==> src/gdc_out_settings.svh <==
`ifndef GDC_OUT_SETTINGS_SVH
`define GDC_OUT_SETTINGS_SVH

////////////////////
// pixel and bank geometry
////////////////////

// bits per pixel
`define GDC_PIXEL_W 16

// coordinates per block, also the depth of one bank
`define GDC_COORD_NUM 16

// blocks in one frame
`define GDC_BLOCK_NUM 4

////////////////////
// controller timing
////////////////////

// power-up wait before a start is honoured
`define GDC_INIT_TIME 50

// settle cycles before a bank goes back to the writer
`define GDC_RD_WAIT_NUM 2

// coordinate accept to pixel out
`define GDC_FETCH_LAT 2

`endif

==> src/gdc_pixel_pkg.sv <==
`include "gdc_out_settings.svh"

package gdc_pixel_pkg;

    // address bits inside one bank
    localparam int BANK_ADDR_W = $clog2(`GDC_COORD_NUM);

    // one corrected pixel
    typedef logic [`GDC_PIXEL_W-1:0] pixel_t;

    // one word as held in bank storage
    typedef logic [`GDC_PIXEL_W-1:0] data_word_t;

    // pixel address inside a bank, also the map coordinate
    typedef logic [BANK_ADDR_W-1:0] bank_addr_t;

endpackage

==> src/gdc_ctrl_pkg.sv <==
package gdc_ctrl_pkg;

    // bank select, none means no bank owned
    typedef enum logic [1:0] {
        RAM_NONE = 2'd0,
        RAM_A    = 2'd1,
        RAM_B    = 2'd2
    } ram_id_t;

    // output controller states
    // init is all zero, the rest one-hot
    typedef enum logic [4:0] {
        INIT          = 5'b00000,
        IDLE          = 5'b00001,
        RD_RAM_A      = 5'b00010,
        RD_RAM_B      = 5'b00100,
        RD_RAM_A_WAIT = 5'b01000,
        RD_RAM_B_WAIT = 5'b10000
    } out_state_t;

endpackage

==> src/signal_delay.sv <==
`include "gdc_out_settings.svh"

module signal_delay #(
    parameter type T = logic
) (
    input  logic clk,
    input  logic rstn,
    input  T     i_d,
    output T     o_q
);

    localparam int DEPTH = `GDC_FETCH_LAT;

    T pipe [DEPTH];

    always_ff @(posedge clk or negedge rstn) begin
        if (!rstn) begin
            for (int i = 0; i < DEPTH; i++) begin
                pipe[i] <= T'(0);
            end
        end else begin
            pipe[0] <= i_d;
            // shift toward the output
            for (int i = 1; i < DEPTH; i++) begin
                pipe[i] <= pipe[i-1];
            end
        end
    end

    assign o_q = pipe[DEPTH-1];

endmodule

==> src/pixel_bank_writer.sv <==
`include "gdc_out_settings.svh"

module pixel_bank_writer (
    input  logic                      clk,
    input  logic                      rstn,
    input  logic                      i_soft_rstn,
    input  logic                      i_gdc_start,
    input  logic                      i_src_valid,
    input  gdc_pixel_pkg::pixel_t     i_src_pixel,
    input  gdc_ctrl_pkg::ram_id_t     i_rd_ram_id,
    output gdc_ctrl_pkg::ram_id_t     o_wr_ram_id,
    output logic                      o_wr_en,
    output gdc_pixel_pkg::bank_addr_t o_wr_addr,
    output gdc_pixel_pkg::pixel_t     o_wr_pixel,
    output logic                      o_ram_ready
);
    import gdc_pixel_pkg::*;
    import gdc_ctrl_pkg::*;

    localparam int               BLK_W     = $clog2(`GDC_BLOCK_NUM) + 1;
    localparam logic [BLK_W-1:0] BLK_ALL   = BLK_W'(`GDC_BLOCK_NUM);
    localparam bank_addr_t       ADDR_LAST = bank_addr_t'(`GDC_COORD_NUM - 1);

    logic             start_d;
    logic             start_pos;
    logic             full_a;
    logic             full_b;
    logic             free_a;
    logic             free_b;
    logic             fill_free;
    logic             blk_done;
    ram_id_t          fill_bank;
    ram_id_t          rd_prev;
    bank_addr_t       wr_addr;
    logic [BLK_W-1:0] blk_cnt;

    assign start_pos = i_gdc_start & ~start_d;

    // reader just moved off a bank
    assign free_a = (rd_prev == RAM_A) && (i_rd_ram_id != RAM_A);
    assign free_b = (rd_prev == RAM_B) && (i_rd_ram_id != RAM_B);

    assign fill_free = (fill_bank == RAM_A) ? !full_a : !full_b;

    // blk_cnt at BLK_ALL also covers the idle state before any start
    assign o_wr_ram_id = (blk_cnt != BLK_ALL && fill_free) ? fill_bank : RAM_NONE;
    assign o_wr_en     = i_src_valid && (o_wr_ram_id != RAM_NONE);
    assign o_wr_addr   = wr_addr;
    assign o_wr_pixel  = i_src_pixel;
    assign blk_done    = o_wr_en && (wr_addr == ADDR_LAST);

    assign o_ram_ready = (full_a && i_rd_ram_id != RAM_A) ||
                         (full_b && i_rd_ram_id != RAM_B);

    always_ff @(posedge clk or negedge rstn) begin
        if (!rstn) begin
            start_d   <= 1'b0;
            rd_prev   <= RAM_NONE;
            full_a    <= 1'b0;
            full_b    <= 1'b0;
            fill_bank <= RAM_A;
            wr_addr   <= '0;
            blk_cnt   <= BLK_ALL;
        end else begin
            start_d <= i_gdc_start;
            rd_prev <= i_rd_ram_id;
            if (!i_soft_rstn || start_pos) begin
                full_a    <= 1'b0;
                full_b    <= 1'b0;
                fill_bank <= RAM_A;
                wr_addr   <= '0;
                // a start opens a new frame, soft reset closes it
                blk_cnt   <= i_soft_rstn ? '0 : BLK_ALL;
            end else begin
                if (free_a) begin
                    full_a <= 1'b0;
                end
                if (free_b) begin
                    full_b <= 1'b0;
                end
                if (o_wr_en) begin
                    wr_addr <= blk_done ? '0 : wr_addr + 1'b1;
                end
                if (blk_done) begin
                    if (fill_bank == RAM_A) begin
                        full_a <= 1'b1;
                    end else begin
                        full_b <= 1'b1;
                    end
                    fill_bank <= (fill_bank == RAM_A) ? RAM_B : RAM_A;
                    blk_cnt   <= blk_cnt + 1'b1;
                end
            end
        end
    end

endmodule

==> src/pingpong_pixel_ram.sv <==
`include "gdc_out_settings.svh"

module pingpong_pixel_ram (
    input  logic                      clk,
    input  logic                      i_wr_en,
    input  gdc_ctrl_pkg::ram_id_t     i_wr_bank,
    input  gdc_pixel_pkg::bank_addr_t i_wr_addr,
    input  gdc_pixel_pkg::pixel_t     i_wr_pixel,
    input  gdc_ctrl_pkg::ram_id_t     i_rd_bank,
    input  gdc_pixel_pkg::bank_addr_t i_rd_addr,
    output gdc_pixel_pkg::pixel_t     o_rd_pixel
);
    import gdc_pixel_pkg::*;
    import gdc_ctrl_pkg::*;

    localparam int DEPTH = `GDC_COORD_NUM;

    data_word_t mem_a [DEPTH];
    data_word_t mem_b [DEPTH];

    ////////////////////
    // write port
    ////////////////////

    always_ff @(posedge clk) begin
        if (i_wr_en && i_wr_bank == RAM_A) begin
            mem_a[i_wr_addr] <= i_wr_pixel;
        end
        if (i_wr_en && i_wr_bank == RAM_B) begin
            mem_b[i_wr_addr] <= i_wr_pixel;
        end
    end

    ////////////////////
    // registered read port
    ////////////////////

    // holds last word when no bank is selected
    always_ff @(posedge clk) begin
        case (i_rd_bank)
            RAM_A:   o_rd_pixel <= mem_a[i_rd_addr];
            RAM_B:   o_rd_pixel <= mem_b[i_rd_addr];
            default: o_rd_pixel <= o_rd_pixel;
        endcase
    end

endmodule

==> src/pixel_fetch.sv <==
module pixel_fetch (
    input  logic                      clk,
    input  logic                      rstn,
    input  logic                      i_rd_en,
    input  gdc_pixel_pkg::bank_addr_t i_map_coord,
    input  gdc_ctrl_pkg::ram_id_t     i_rd_ram_id,
    output gdc_ctrl_pkg::ram_id_t     o_rd_bank,
    output gdc_pixel_pkg::bank_addr_t o_rd_addr,
    input  gdc_pixel_pkg::pixel_t     i_rd_pixel,
    output logic                      o_pix_valid,
    output gdc_pixel_pkg::pixel_t     o_pix_data
);
    import gdc_ctrl_pkg::*;

    logic    vld_q;
    ram_id_t bank_q;

    // request bank, idle reads select no bank
    always_ff @(posedge clk or negedge rstn) begin
        if (!rstn) begin
            o_rd_bank <= RAM_NONE;
        end else begin
            o_rd_bank <= i_rd_en ? i_rd_ram_id : RAM_NONE;
        end
    end

    // request address
    always_ff @(posedge clk) begin
        if (i_rd_en) begin
            o_rd_addr <= i_map_coord;
        end
    end

    ////////////////////
    // in-flight tracking
    ////////////////////

    // one entry per accepted coordinate, lined up with the ram output
    signal_delay #(
        .T (logic)
    ) u_vld_dly (
        .clk  (clk),
        .rstn (rstn),
        .i_d  (i_rd_en),
        .o_q  (vld_q)
    );

    signal_delay #(
        .T (ram_id_t)
    ) u_bank_dly (
        .clk  (clk),
        .rstn (rstn),
        .i_d  (i_rd_ram_id),
        .o_q  (bank_q)
    );

    // a read issued with no bank owned carries no pixel
    assign o_pix_valid = vld_q && (bank_q != RAM_NONE);
    assign o_pix_data  = o_pix_valid ? i_rd_pixel : '0;

endmodule

==> src/pixel_out_ctrl.sv <==
`include "gdc_out_settings.svh"

module pixel_out_ctrl (
    input  logic                  clk,
    input  logic                  rstn,
    input  logic                  i_soft_rstn,
    input  logic                  i_gdc_start,
    input  logic                  i_pix_ready,
    input  logic                  i_map_valid,
    input  logic                  i_ram_ready,
    input  gdc_ctrl_pkg::ram_id_t i_wr_ram_id,
    output logic                  o_map_ready,
    output logic                  o_rd_en,
    output gdc_ctrl_pkg::ram_id_t o_rd_ram_id,
    output logic                  o_frame_finish
);
    import gdc_ctrl_pkg::*;

    localparam int INIT_W  = $clog2(`GDC_INIT_TIME);
    localparam int COORD_W = $clog2(`GDC_COORD_NUM) + 1;
    localparam int BLK_W   = $clog2(`GDC_BLOCK_NUM) + 1;
    localparam int WAIT_W  = $clog2(`GDC_RD_WAIT_NUM) + 1;

    localparam logic [INIT_W-1:0]  INIT_LAST  = INIT_W'(`GDC_INIT_TIME - 1);
    localparam logic [COORD_W-1:0] COORD_LAST = COORD_W'(`GDC_COORD_NUM - 1);
    localparam logic [COORD_W-1:0] COORD_ALL  = COORD_W'(`GDC_COORD_NUM);
    localparam logic [BLK_W-1:0]   BLK_ALL    = BLK_W'(`GDC_BLOCK_NUM);
    localparam logic [WAIT_W-1:0]  WAIT_DONE  = WAIT_W'(`GDC_RD_WAIT_NUM);

    out_state_t         c_state;
    out_state_t         n_state;
    logic [INIT_W-1:0]  cnt_init;
    logic [COORD_W-1:0] cnt_coord;
    logic [COORD_W-1:0] cnt_coord_1;
    logic [BLK_W-1:0]   cnt_block;
    logic [WAIT_W-1:0]  cnt_wait;
    logic               start_d0;
    logic               start_d1;
    logic               start_pos;
    logic               init_done;
    logic               accept;
    logic               block_end;
    logic               handover;

    assign start_pos = start_d0 & ~start_d1;
    assign init_done = (cnt_init == INIT_LAST);
    assign accept    = i_map_valid & o_map_ready;
    assign o_rd_en   = accept;
    assign block_end = accept && (cnt_coord == COORD_LAST);

    // whole block taken, settled, and the writer has the other bank full
    assign handover = (cnt_coord_1 == COORD_ALL) && (cnt_wait == WAIT_DONE) &&
                      (i_wr_ram_id == RAM_NONE);

    ////////////////////
    // start and counters
    ////////////////////

    always_ff @(posedge clk or negedge rstn) begin
        if (!rstn) begin
            start_d0 <= 1'b0;
            start_d1 <= 1'b0;
        end else begin
            start_d0 <= i_gdc_start;
            start_d1 <= start_d0;
        end
    end

    // power-up wait, restarted by soft reset
    always_ff @(posedge clk or negedge rstn) begin
        if (!rstn) begin
            cnt_init <= '0;
        end else if (!i_soft_rstn) begin
            cnt_init <= '0;
        end else if (!init_done) begin
            cnt_init <= cnt_init + 1'b1;
        end
    end

    // cnt_coord stops at the last index, cnt_coord_1 runs one past it
    always_ff @(posedge clk or negedge rstn) begin
        if (!rstn) begin
            cnt_coord   <= '0;
            cnt_coord_1 <= '0;
        end else if (start_pos || o_rd_ram_id == RAM_NONE) begin
            cnt_coord   <= '0;
            cnt_coord_1 <= '0;
        end else if (accept) begin
            if (cnt_coord != COORD_LAST) begin
                cnt_coord <= cnt_coord + 1'b1;
            end
            cnt_coord_1 <= cnt_coord_1 + 1'b1;
        end
    end

    always_ff @(posedge clk or negedge rstn) begin
        if (!rstn) begin
            cnt_block      <= '0;
            o_frame_finish <= 1'b0;
        end else if (start_pos) begin
            cnt_block      <= '0;
            o_frame_finish <= 1'b0;
        end else begin
            if (block_end) begin
                cnt_block <= cnt_block + 1'b1;
            end
            if (cnt_block == BLK_ALL) begin
                o_frame_finish <= 1'b1;
            end
        end
    end

    ////////////////////
    // state machine
    ////////////////////

    always_ff @(posedge clk or negedge rstn) begin
        if (!rstn) begin
            c_state <= INIT;
        end else begin
            c_state <= n_state;
        end
    end

    always_comb begin
        n_state = c_state;
        if (!i_soft_rstn) begin
            n_state = INIT;
        end else begin
            case (c_state)
                INIT:          if (init_done && start_pos) n_state = IDLE;
                IDLE:          if (i_ram_ready) n_state = RD_RAM_A;
                RD_RAM_A:      if (block_end) n_state = RD_RAM_A_WAIT;
                RD_RAM_B:      if (block_end) n_state = RD_RAM_B_WAIT;
                RD_RAM_A_WAIT: begin
                    if (cnt_block == BLK_ALL) n_state = INIT;
                    else if (o_rd_ram_id == RAM_NONE) n_state = RD_RAM_B;
                end
                RD_RAM_B_WAIT: begin
                    if (cnt_block == BLK_ALL) n_state = INIT;
                    else if (o_rd_ram_id == RAM_NONE) n_state = RD_RAM_A;
                end
                default:       n_state = INIT;
            endcase
        end
    end

    // outputs follow the next state
    always_ff @(posedge clk or negedge rstn) begin
        if (!rstn) begin
            cnt_wait    <= '0;
            o_rd_ram_id <= RAM_NONE;
            o_map_ready <= 1'b0;
        end else begin
            case (n_state)
                RD_RAM_A, RD_RAM_B: begin
                    cnt_wait    <= '0;
                    o_rd_ram_id <= (n_state == RD_RAM_A) ? RAM_A : RAM_B;
                    o_map_ready <= i_pix_ready;
                end
                RD_RAM_A_WAIT, RD_RAM_B_WAIT: begin
                    if (cnt_wait != WAIT_DONE) begin
                        cnt_wait <= cnt_wait + 1'b1;
                    end
                    if (handover) begin
                        o_rd_ram_id <= RAM_NONE;
                    end else begin
                        o_rd_ram_id <= (n_state == RD_RAM_A_WAIT) ? RAM_A : RAM_B;
                    end
                    o_map_ready <= 1'b0;
                end
                default: begin
                    cnt_wait    <= '0;
                    o_rd_ram_id <= RAM_NONE;
                    o_map_ready <= 1'b0;
                end
            endcase
        end
    end

endmodule

==> src/gdc_out_top.sv <==
module gdc_out_top (
    input  logic                      clk,
    input  logic                      rstn,
    input  logic                      i_soft_rstn,
    input  logic                      i_gdc_start,
    input  logic                      i_src_valid,
    input  gdc_pixel_pkg::pixel_t     i_src_pixel,
    input  logic                      i_map_valid,
    input  gdc_pixel_pkg::bank_addr_t i_map_coord,
    input  logic                      i_pix_ready,
    output logic                      o_map_ready,
    output logic                      o_pix_valid,
    output gdc_pixel_pkg::pixel_t     o_pix_data,
    output gdc_ctrl_pkg::ram_id_t     o_rd_ram_id,
    output logic                      o_frame_finish
);
    import gdc_pixel_pkg::*;
    import gdc_ctrl_pkg::*;

    ram_id_t    wr_ram_id;
    ram_id_t    rd_ram_id;
    ram_id_t    rd_bank;
    logic       ram_ready;
    logic       rd_en;
    logic       wr_en;
    bank_addr_t wr_addr;
    bank_addr_t rd_addr;
    pixel_t     wr_pixel;
    pixel_t     rd_pixel;

    assign o_rd_ram_id = rd_ram_id;

    ////////////////////
    // write side
    ////////////////////

    pixel_bank_writer u_writer (
        .clk         (clk),
        .rstn        (rstn),
        .i_soft_rstn (i_soft_rstn),
        .i_gdc_start (i_gdc_start),
        .i_src_valid (i_src_valid),
        .i_src_pixel (i_src_pixel),
        .i_rd_ram_id (rd_ram_id),
        .o_wr_ram_id (wr_ram_id),
        .o_wr_en     (wr_en),
        .o_wr_addr   (wr_addr),
        .o_wr_pixel  (wr_pixel),
        .o_ram_ready (ram_ready)
    );

    pingpong_pixel_ram u_ram (
        .clk        (clk),
        .i_wr_en    (wr_en),
        .i_wr_bank  (wr_ram_id),
        .i_wr_addr  (wr_addr),
        .i_wr_pixel (wr_pixel),
        .i_rd_bank  (rd_bank),
        .i_rd_addr  (rd_addr),
        .o_rd_pixel (rd_pixel)
    );

    ////////////////////
    // read side
    ////////////////////

    pixel_fetch u_fetch (
        .clk         (clk),
        .rstn        (rstn),
        .i_rd_en     (rd_en),
        .i_map_coord (i_map_coord),
        .i_rd_ram_id (rd_ram_id),
        .o_rd_bank   (rd_bank),
        .o_rd_addr   (rd_addr),
        .i_rd_pixel  (rd_pixel),
        .o_pix_valid (o_pix_valid),
        .o_pix_data  (o_pix_data)
    );

    pixel_out_ctrl u_ctrl (
        .clk            (clk),
        .rstn           (rstn),
        .i_soft_rstn    (i_soft_rstn),
        .i_gdc_start    (i_gdc_start),
        .i_pix_ready    (i_pix_ready),
        .i_map_valid    (i_map_valid),
        .i_ram_ready    (ram_ready),
        .i_wr_ram_id    (wr_ram_id),
        .o_map_ready    (o_map_ready),
        .o_rd_en        (rd_en),
        .o_rd_ram_id    (rd_ram_id),
        .o_frame_finish (o_frame_finish)
    );

endmodule

==> config.mk <==
export PLATFORM = sky130hd
export DESIGN_NAME = gdc_out_top
export DESIGN_NICKNAME = d
export VERILOG_FILES = /design/src/gdc_pixel_pkg.sv /design/src/gdc_ctrl_pkg.sv /design/src/signal_delay.sv /design/src/pixel_bank_writer.sv /design/src/pingpong_pixel_ram.sv /design/src/pixel_fetch.sv /design/src/pixel_out_ctrl.sv /design/src/gdc_out_top.sv
export VERILOG_INCLUDE_DIRS = /design/src
export SDC_FILE = /design/constraint.sdc
export NUM_CORES = 1
export LEC_CHECK = 0
export ABC_AREA = 1
export CAP_MARGIN = 0
export CORE_ASPECT_RATIO = 1.2
export CORE_MARGIN = 2
export CORE_UTILIZATION = 25
export DETAILED_ROUTE_END_ITERATION = 8
export DONT_BUFFER_PORTS = 1
export GPL_ROUTABILITY_DRIVEN = 0
export PLACE_DENSITY = 0.41
export SLEW_MARGIN = 20
export SYNTH_ARGS = -nofsm -noshare
export SYNTH_HDL_FRONTEND = slang
export SYNTH_SLANG_ARGS = --single-unit
==> constraint.sdc <==
create_clock -name clk -period 8 [get_ports clk]
set_input_delay 0 -clock clk [delete_from_list [all_inputs] [get_ports clk]]
set_output_delay 0 -clock clk [all_outputs]
set_load 0.02 [all_outputs]
==> impl_metrics.ini <==
[outcome]
status = finished, final reports clean

[pwr]
leakage_nw = 10.6
ir_drop_mv = 0.122
seqPwrFrac_pct = 51.2
intPower_mw = 5.24
power_density_mw_per_mm2 = 230
power.share.clock_pct = 47.0
p_comb_share_pct = 1.8
power.share.switching_pct = 20.2
p_switching_mw = 1.32

[drt]
via_count = 15800
routed_wl_um = 70600
ant_nets = 0
first_iter_violations = 1273
drc = 0
avgRoutedWirePerCell_um = 20.0
vias_per_cell = 4.47
dr.pass1.iters = 5

[cts]
clk_latency_ns = 0.60
cts_tree = built
htree_levels = 3
root_buffer = clkbuf_16
cts_resized = 0
clock-sinks = 587
clockBufferDepth = 3
cts_buffers = 68
clk_pin_slew_ns = 0.06

[sta]
slew_headroom_pct = 25.9
fin_crit_sh_pct = 42.3
setup_viol = 0
fmax_mhz = 295
holdWs_ns = 0.0940
finalCriticalPeriod_ns = 3.39
slew_violations = 0
finClkSkew_ns = 0.0193
finalHoldViolations = 0
totalNegativeSetupSlack_ns = 0
rsz0062_at_grt = no
worst_slew_pin_slew_ns = 1.11

[synthesis]
syn-num-nets = 2210
avgSynthCellArea_um2 = 11.2
ys_seq_area_share_pct = 71.7
ys_ff_latch = 587
post_synth_num_cell_types = 29
netlist_top_cells_area = edfxtp_1 (66%), nand2_1 (12%), nand3_1 (8.7%)
synth_top_area_cell = edfxtp_1
post-synth-top-area-fraction_pct = 66.1
ys_warn_count = 0
synthCells = 2167
synth_area_mm2 = 0.0242

[global_routing]
grt_overflow = 0
antenna_found_initial = 2
track_usage_pct = 14.2
grt_pass1_wl_um = 105000
grt_pass1_vias = 15600
grt_max_degree = 152

[floorplan]
fp.dieW_um = 288
die_h_um = 345
io_pins = 48
dieArea_mm2 = 0.0993
core_area_mm2 = 0.0963
initial_core_util_pct = 25.1
rows = 125

[final_layout]
design_area_mm2 = 0.0285
drive_gt1_share_pct = 8.78
fillers = 9940
fin_nets = 2247
final_cells = 3526
post-route-util_pct = 29.6
area_growth_pct = 17.9

[job]
maxCapViolCount = 0

[placed_design]
dp_cells = 3358
dpl_cell_area_mm2 = 0.0257
post-dp-hpwl_um = 41300
portBuffers = 0

[setup_path]
cp.arrival_ns = 3.73
regToRegSetupSlack_ns = 4.61
critPathCapture = u_ram.o_rd_pixel[7]$_DFFE_PP_
cp_max_fo = 68
worstPathRequired_ns = 8.34
criticalPathCategory = reg -> reg
r2r-end = u_ram.o_rd_pixel[7]$_DFFE_PP_
ff2ff_path_depth = 9
end_kind = register
start_kind = register

[worst_hold_path]
worstHoldPathType = in -> reg
==> how the worst min path moves through the flow <==
stage          cells past startpoint      startpoint  slack, ns                               to
2_1_floorplan                      0            rstn      -0.30      u_ctrl.c_state[0]$_DFF_PN0_
4_1_cts                            1  i_map_coord[0]       0.05   u_fetch.o_rd_addr[0]$_DFFE_PP_
3_5_place_dp                       0            rstn      -0.29  u_ctrl.cnt_coord[0]$_DFFE_PN0P_
6_report                           1  i_map_coord[0]       0.09   u_fetch.o_rd_addr[0]$_DFFE_PP_
3_3_place_gp                       0            rstn      -0.29  u_ctrl.cnt_coord[0]$_DFFE_PN0P_
5_1_grt                            2     i_pix_ready       0.07     u_ctrl.o_map_ready$_DFF_PN0_
==> state kept, by name, indices dropped and copies added, names as in the netlist, 2 cells and up, named ones only <==
| name | flops |
|---|---|
| u_ctrl.c_state | 5 |
| u_ctrl.cnt_block | 3 |
| u_ctrl.cnt_coord | 5 |
| u_ctrl.cnt_coord_1 | 5 |
| u_ctrl.cnt_init | 6 |
| u_ctrl.cnt_wait | 2 |
| u_ctrl.o_rd_ram_id | 2 |
| u_fetch.o_rd_addr | 4 |
| u_fetch.o_rd_bank | 2 |
| u_fetch.u_bank_dly.o_q | 2 |
| u_fetch.u_bank_dly.pipe | 2 |
| u_ram.mem_a | 256 |
| u_ram.mem_b | 256 |
| u_ram.o_rd_pixel | 16 |
| u_writer.blk_cnt | 3 |
| u_writer.fill_bank | 2 |
| u_writer.o_wr_addr | 4 |
==> cell usage in the layout (no fill, tap or decap), drive strengths merged <==
cell / Yosys / final
dfrtp: 49 / 49
o21ai: 16 / 16
diode: 0 / 2
clkinv: 0 / 24
nand3: 421 / 421
or2: 2 / 2
edfxtp: 532 / 532
dfxtp: 4 / 4
nand2: 798 / 798
ha: 16 / 16
dfstp: 2 / 2
o2111ai: 1 / 1
xor2: 5 / 5
nand4: 8 / 8
and3: 1 / 1
a211oi: 1 / 1
a21boi: 1 / 1
buf: 90 / 56
bufinv: 0 / 7
nor3: 11 / 11
nor2: 77 / 77
a21oi: 19 / 19
o21bai: 1 / 1
o211ai: 3 / 3
dlygate4sd3: 0 / 28
inv: 82 / 86
clkbuf: 27 / 85
==> timing repair <==
| item | CTS | global route |
|---|---|---|
| hold endpoints to repair | 603 | 0 |
| endpoints found under the setup margin | 0 | 0 |
| hold buffers | 46 | 0 |
| setup buffers | 0 | 0 |
==> per-layer routing <==
| metal | wire length (um) | global-route usage, % |
|---|---|---|
| met1 | 30200 | 18.2 |
| met2 | 34900 | 24.4 |
| met3 | 3670 | 2.50 |
| met4 | 1830 | 4.77 |
| met5 | 0 | 0 |
==> worst max-delay path, cell delays in order, from the launching register on <==
cell     delay (ns)
dfxtp_4        0.56
inv_4          0.70
buf_4          0.83
nand3_1        0.17
nand3_1        0.15
nand2_1        0.08
nand2_1        0.07
nand2_1        0.12
nand2_1        0.20
nand2_1        0.08
==> cell usage after synthesis, drive strengths merged <==
| master | count |
|---|---|
| xor2 | 5 |
| o2111ai | 1 |
| dfstp | 2 |
| o21ai | 16 |
| nor2 | 77 |
| o211ai | 3 |
| a21boi | 1 |
| nand4 | 8 |
| and3 | 1 |
| a211oi | 1 |
| nand2 | 798 |
| inv | 82 |
| a21oi | 19 |
| buf | 90 |
| o21bai | 1 |
| ha | 16 |
| clkbuf | 27 |
| or2 | 2 |
| nor3 | 11 |
| nand3 | 421 |
| dfrtp | 49 |
| edfxtp | 532 |
| dfxtp | 4 |
==> logic make-up (layout without fill, tap and decap cells) <==
kind of cell	Yosys count	after routing	synth area share, %
adders and majority gates	16	16	0.828
DFF	587	587	71.7
AOI/OAI and AO/OA	42	42	0.947
xor gates and xnor gates	5	5	0.181
buffers and inverters	199	286	3.50
and+or+nand+nor	1318	1318	22.9
other	0	2	0
==> power groups by stage <==
stage	registers, mW	clock network [mW]	logic [mW]
after detailed placement	3.42	0	0.0333
after CTS	3.36	3.17	0.124
after floorplan	3.42	0	0.0214
after global routing	3.36	3.29	0.132
final	3.36	3.08	0.120
after global placement	3.42	0	0.0322
==> final cells by class <==
cell class / count / area [um^2] / area share (%)
multi-input combinational: 1381 / 6130 / 21.5
clock inverter: 35 / 354 / 1.24
timing repair buffer: 84 / 957 / 3.36
inverter: 82 / 318 / 1.11
clock buffer: 85 / 1830 / 6.41
sequential: 587 / 17300 / 60.8
tap: 1270 / 1590 / 5.57
antenna: 2 / 5.00 / 0.0175
==> metrics by stage <==
stage	setup WS, ns	total power [mW]
floorplan	5.40	3.44
global placement	4.57	3.45
CTS	4.56	6.65
detailed placement	4.57	3.46
finish	4.61	6.56
global route	4.39	6.78
No activity file was read; power rests on OpenSTA's default activity.
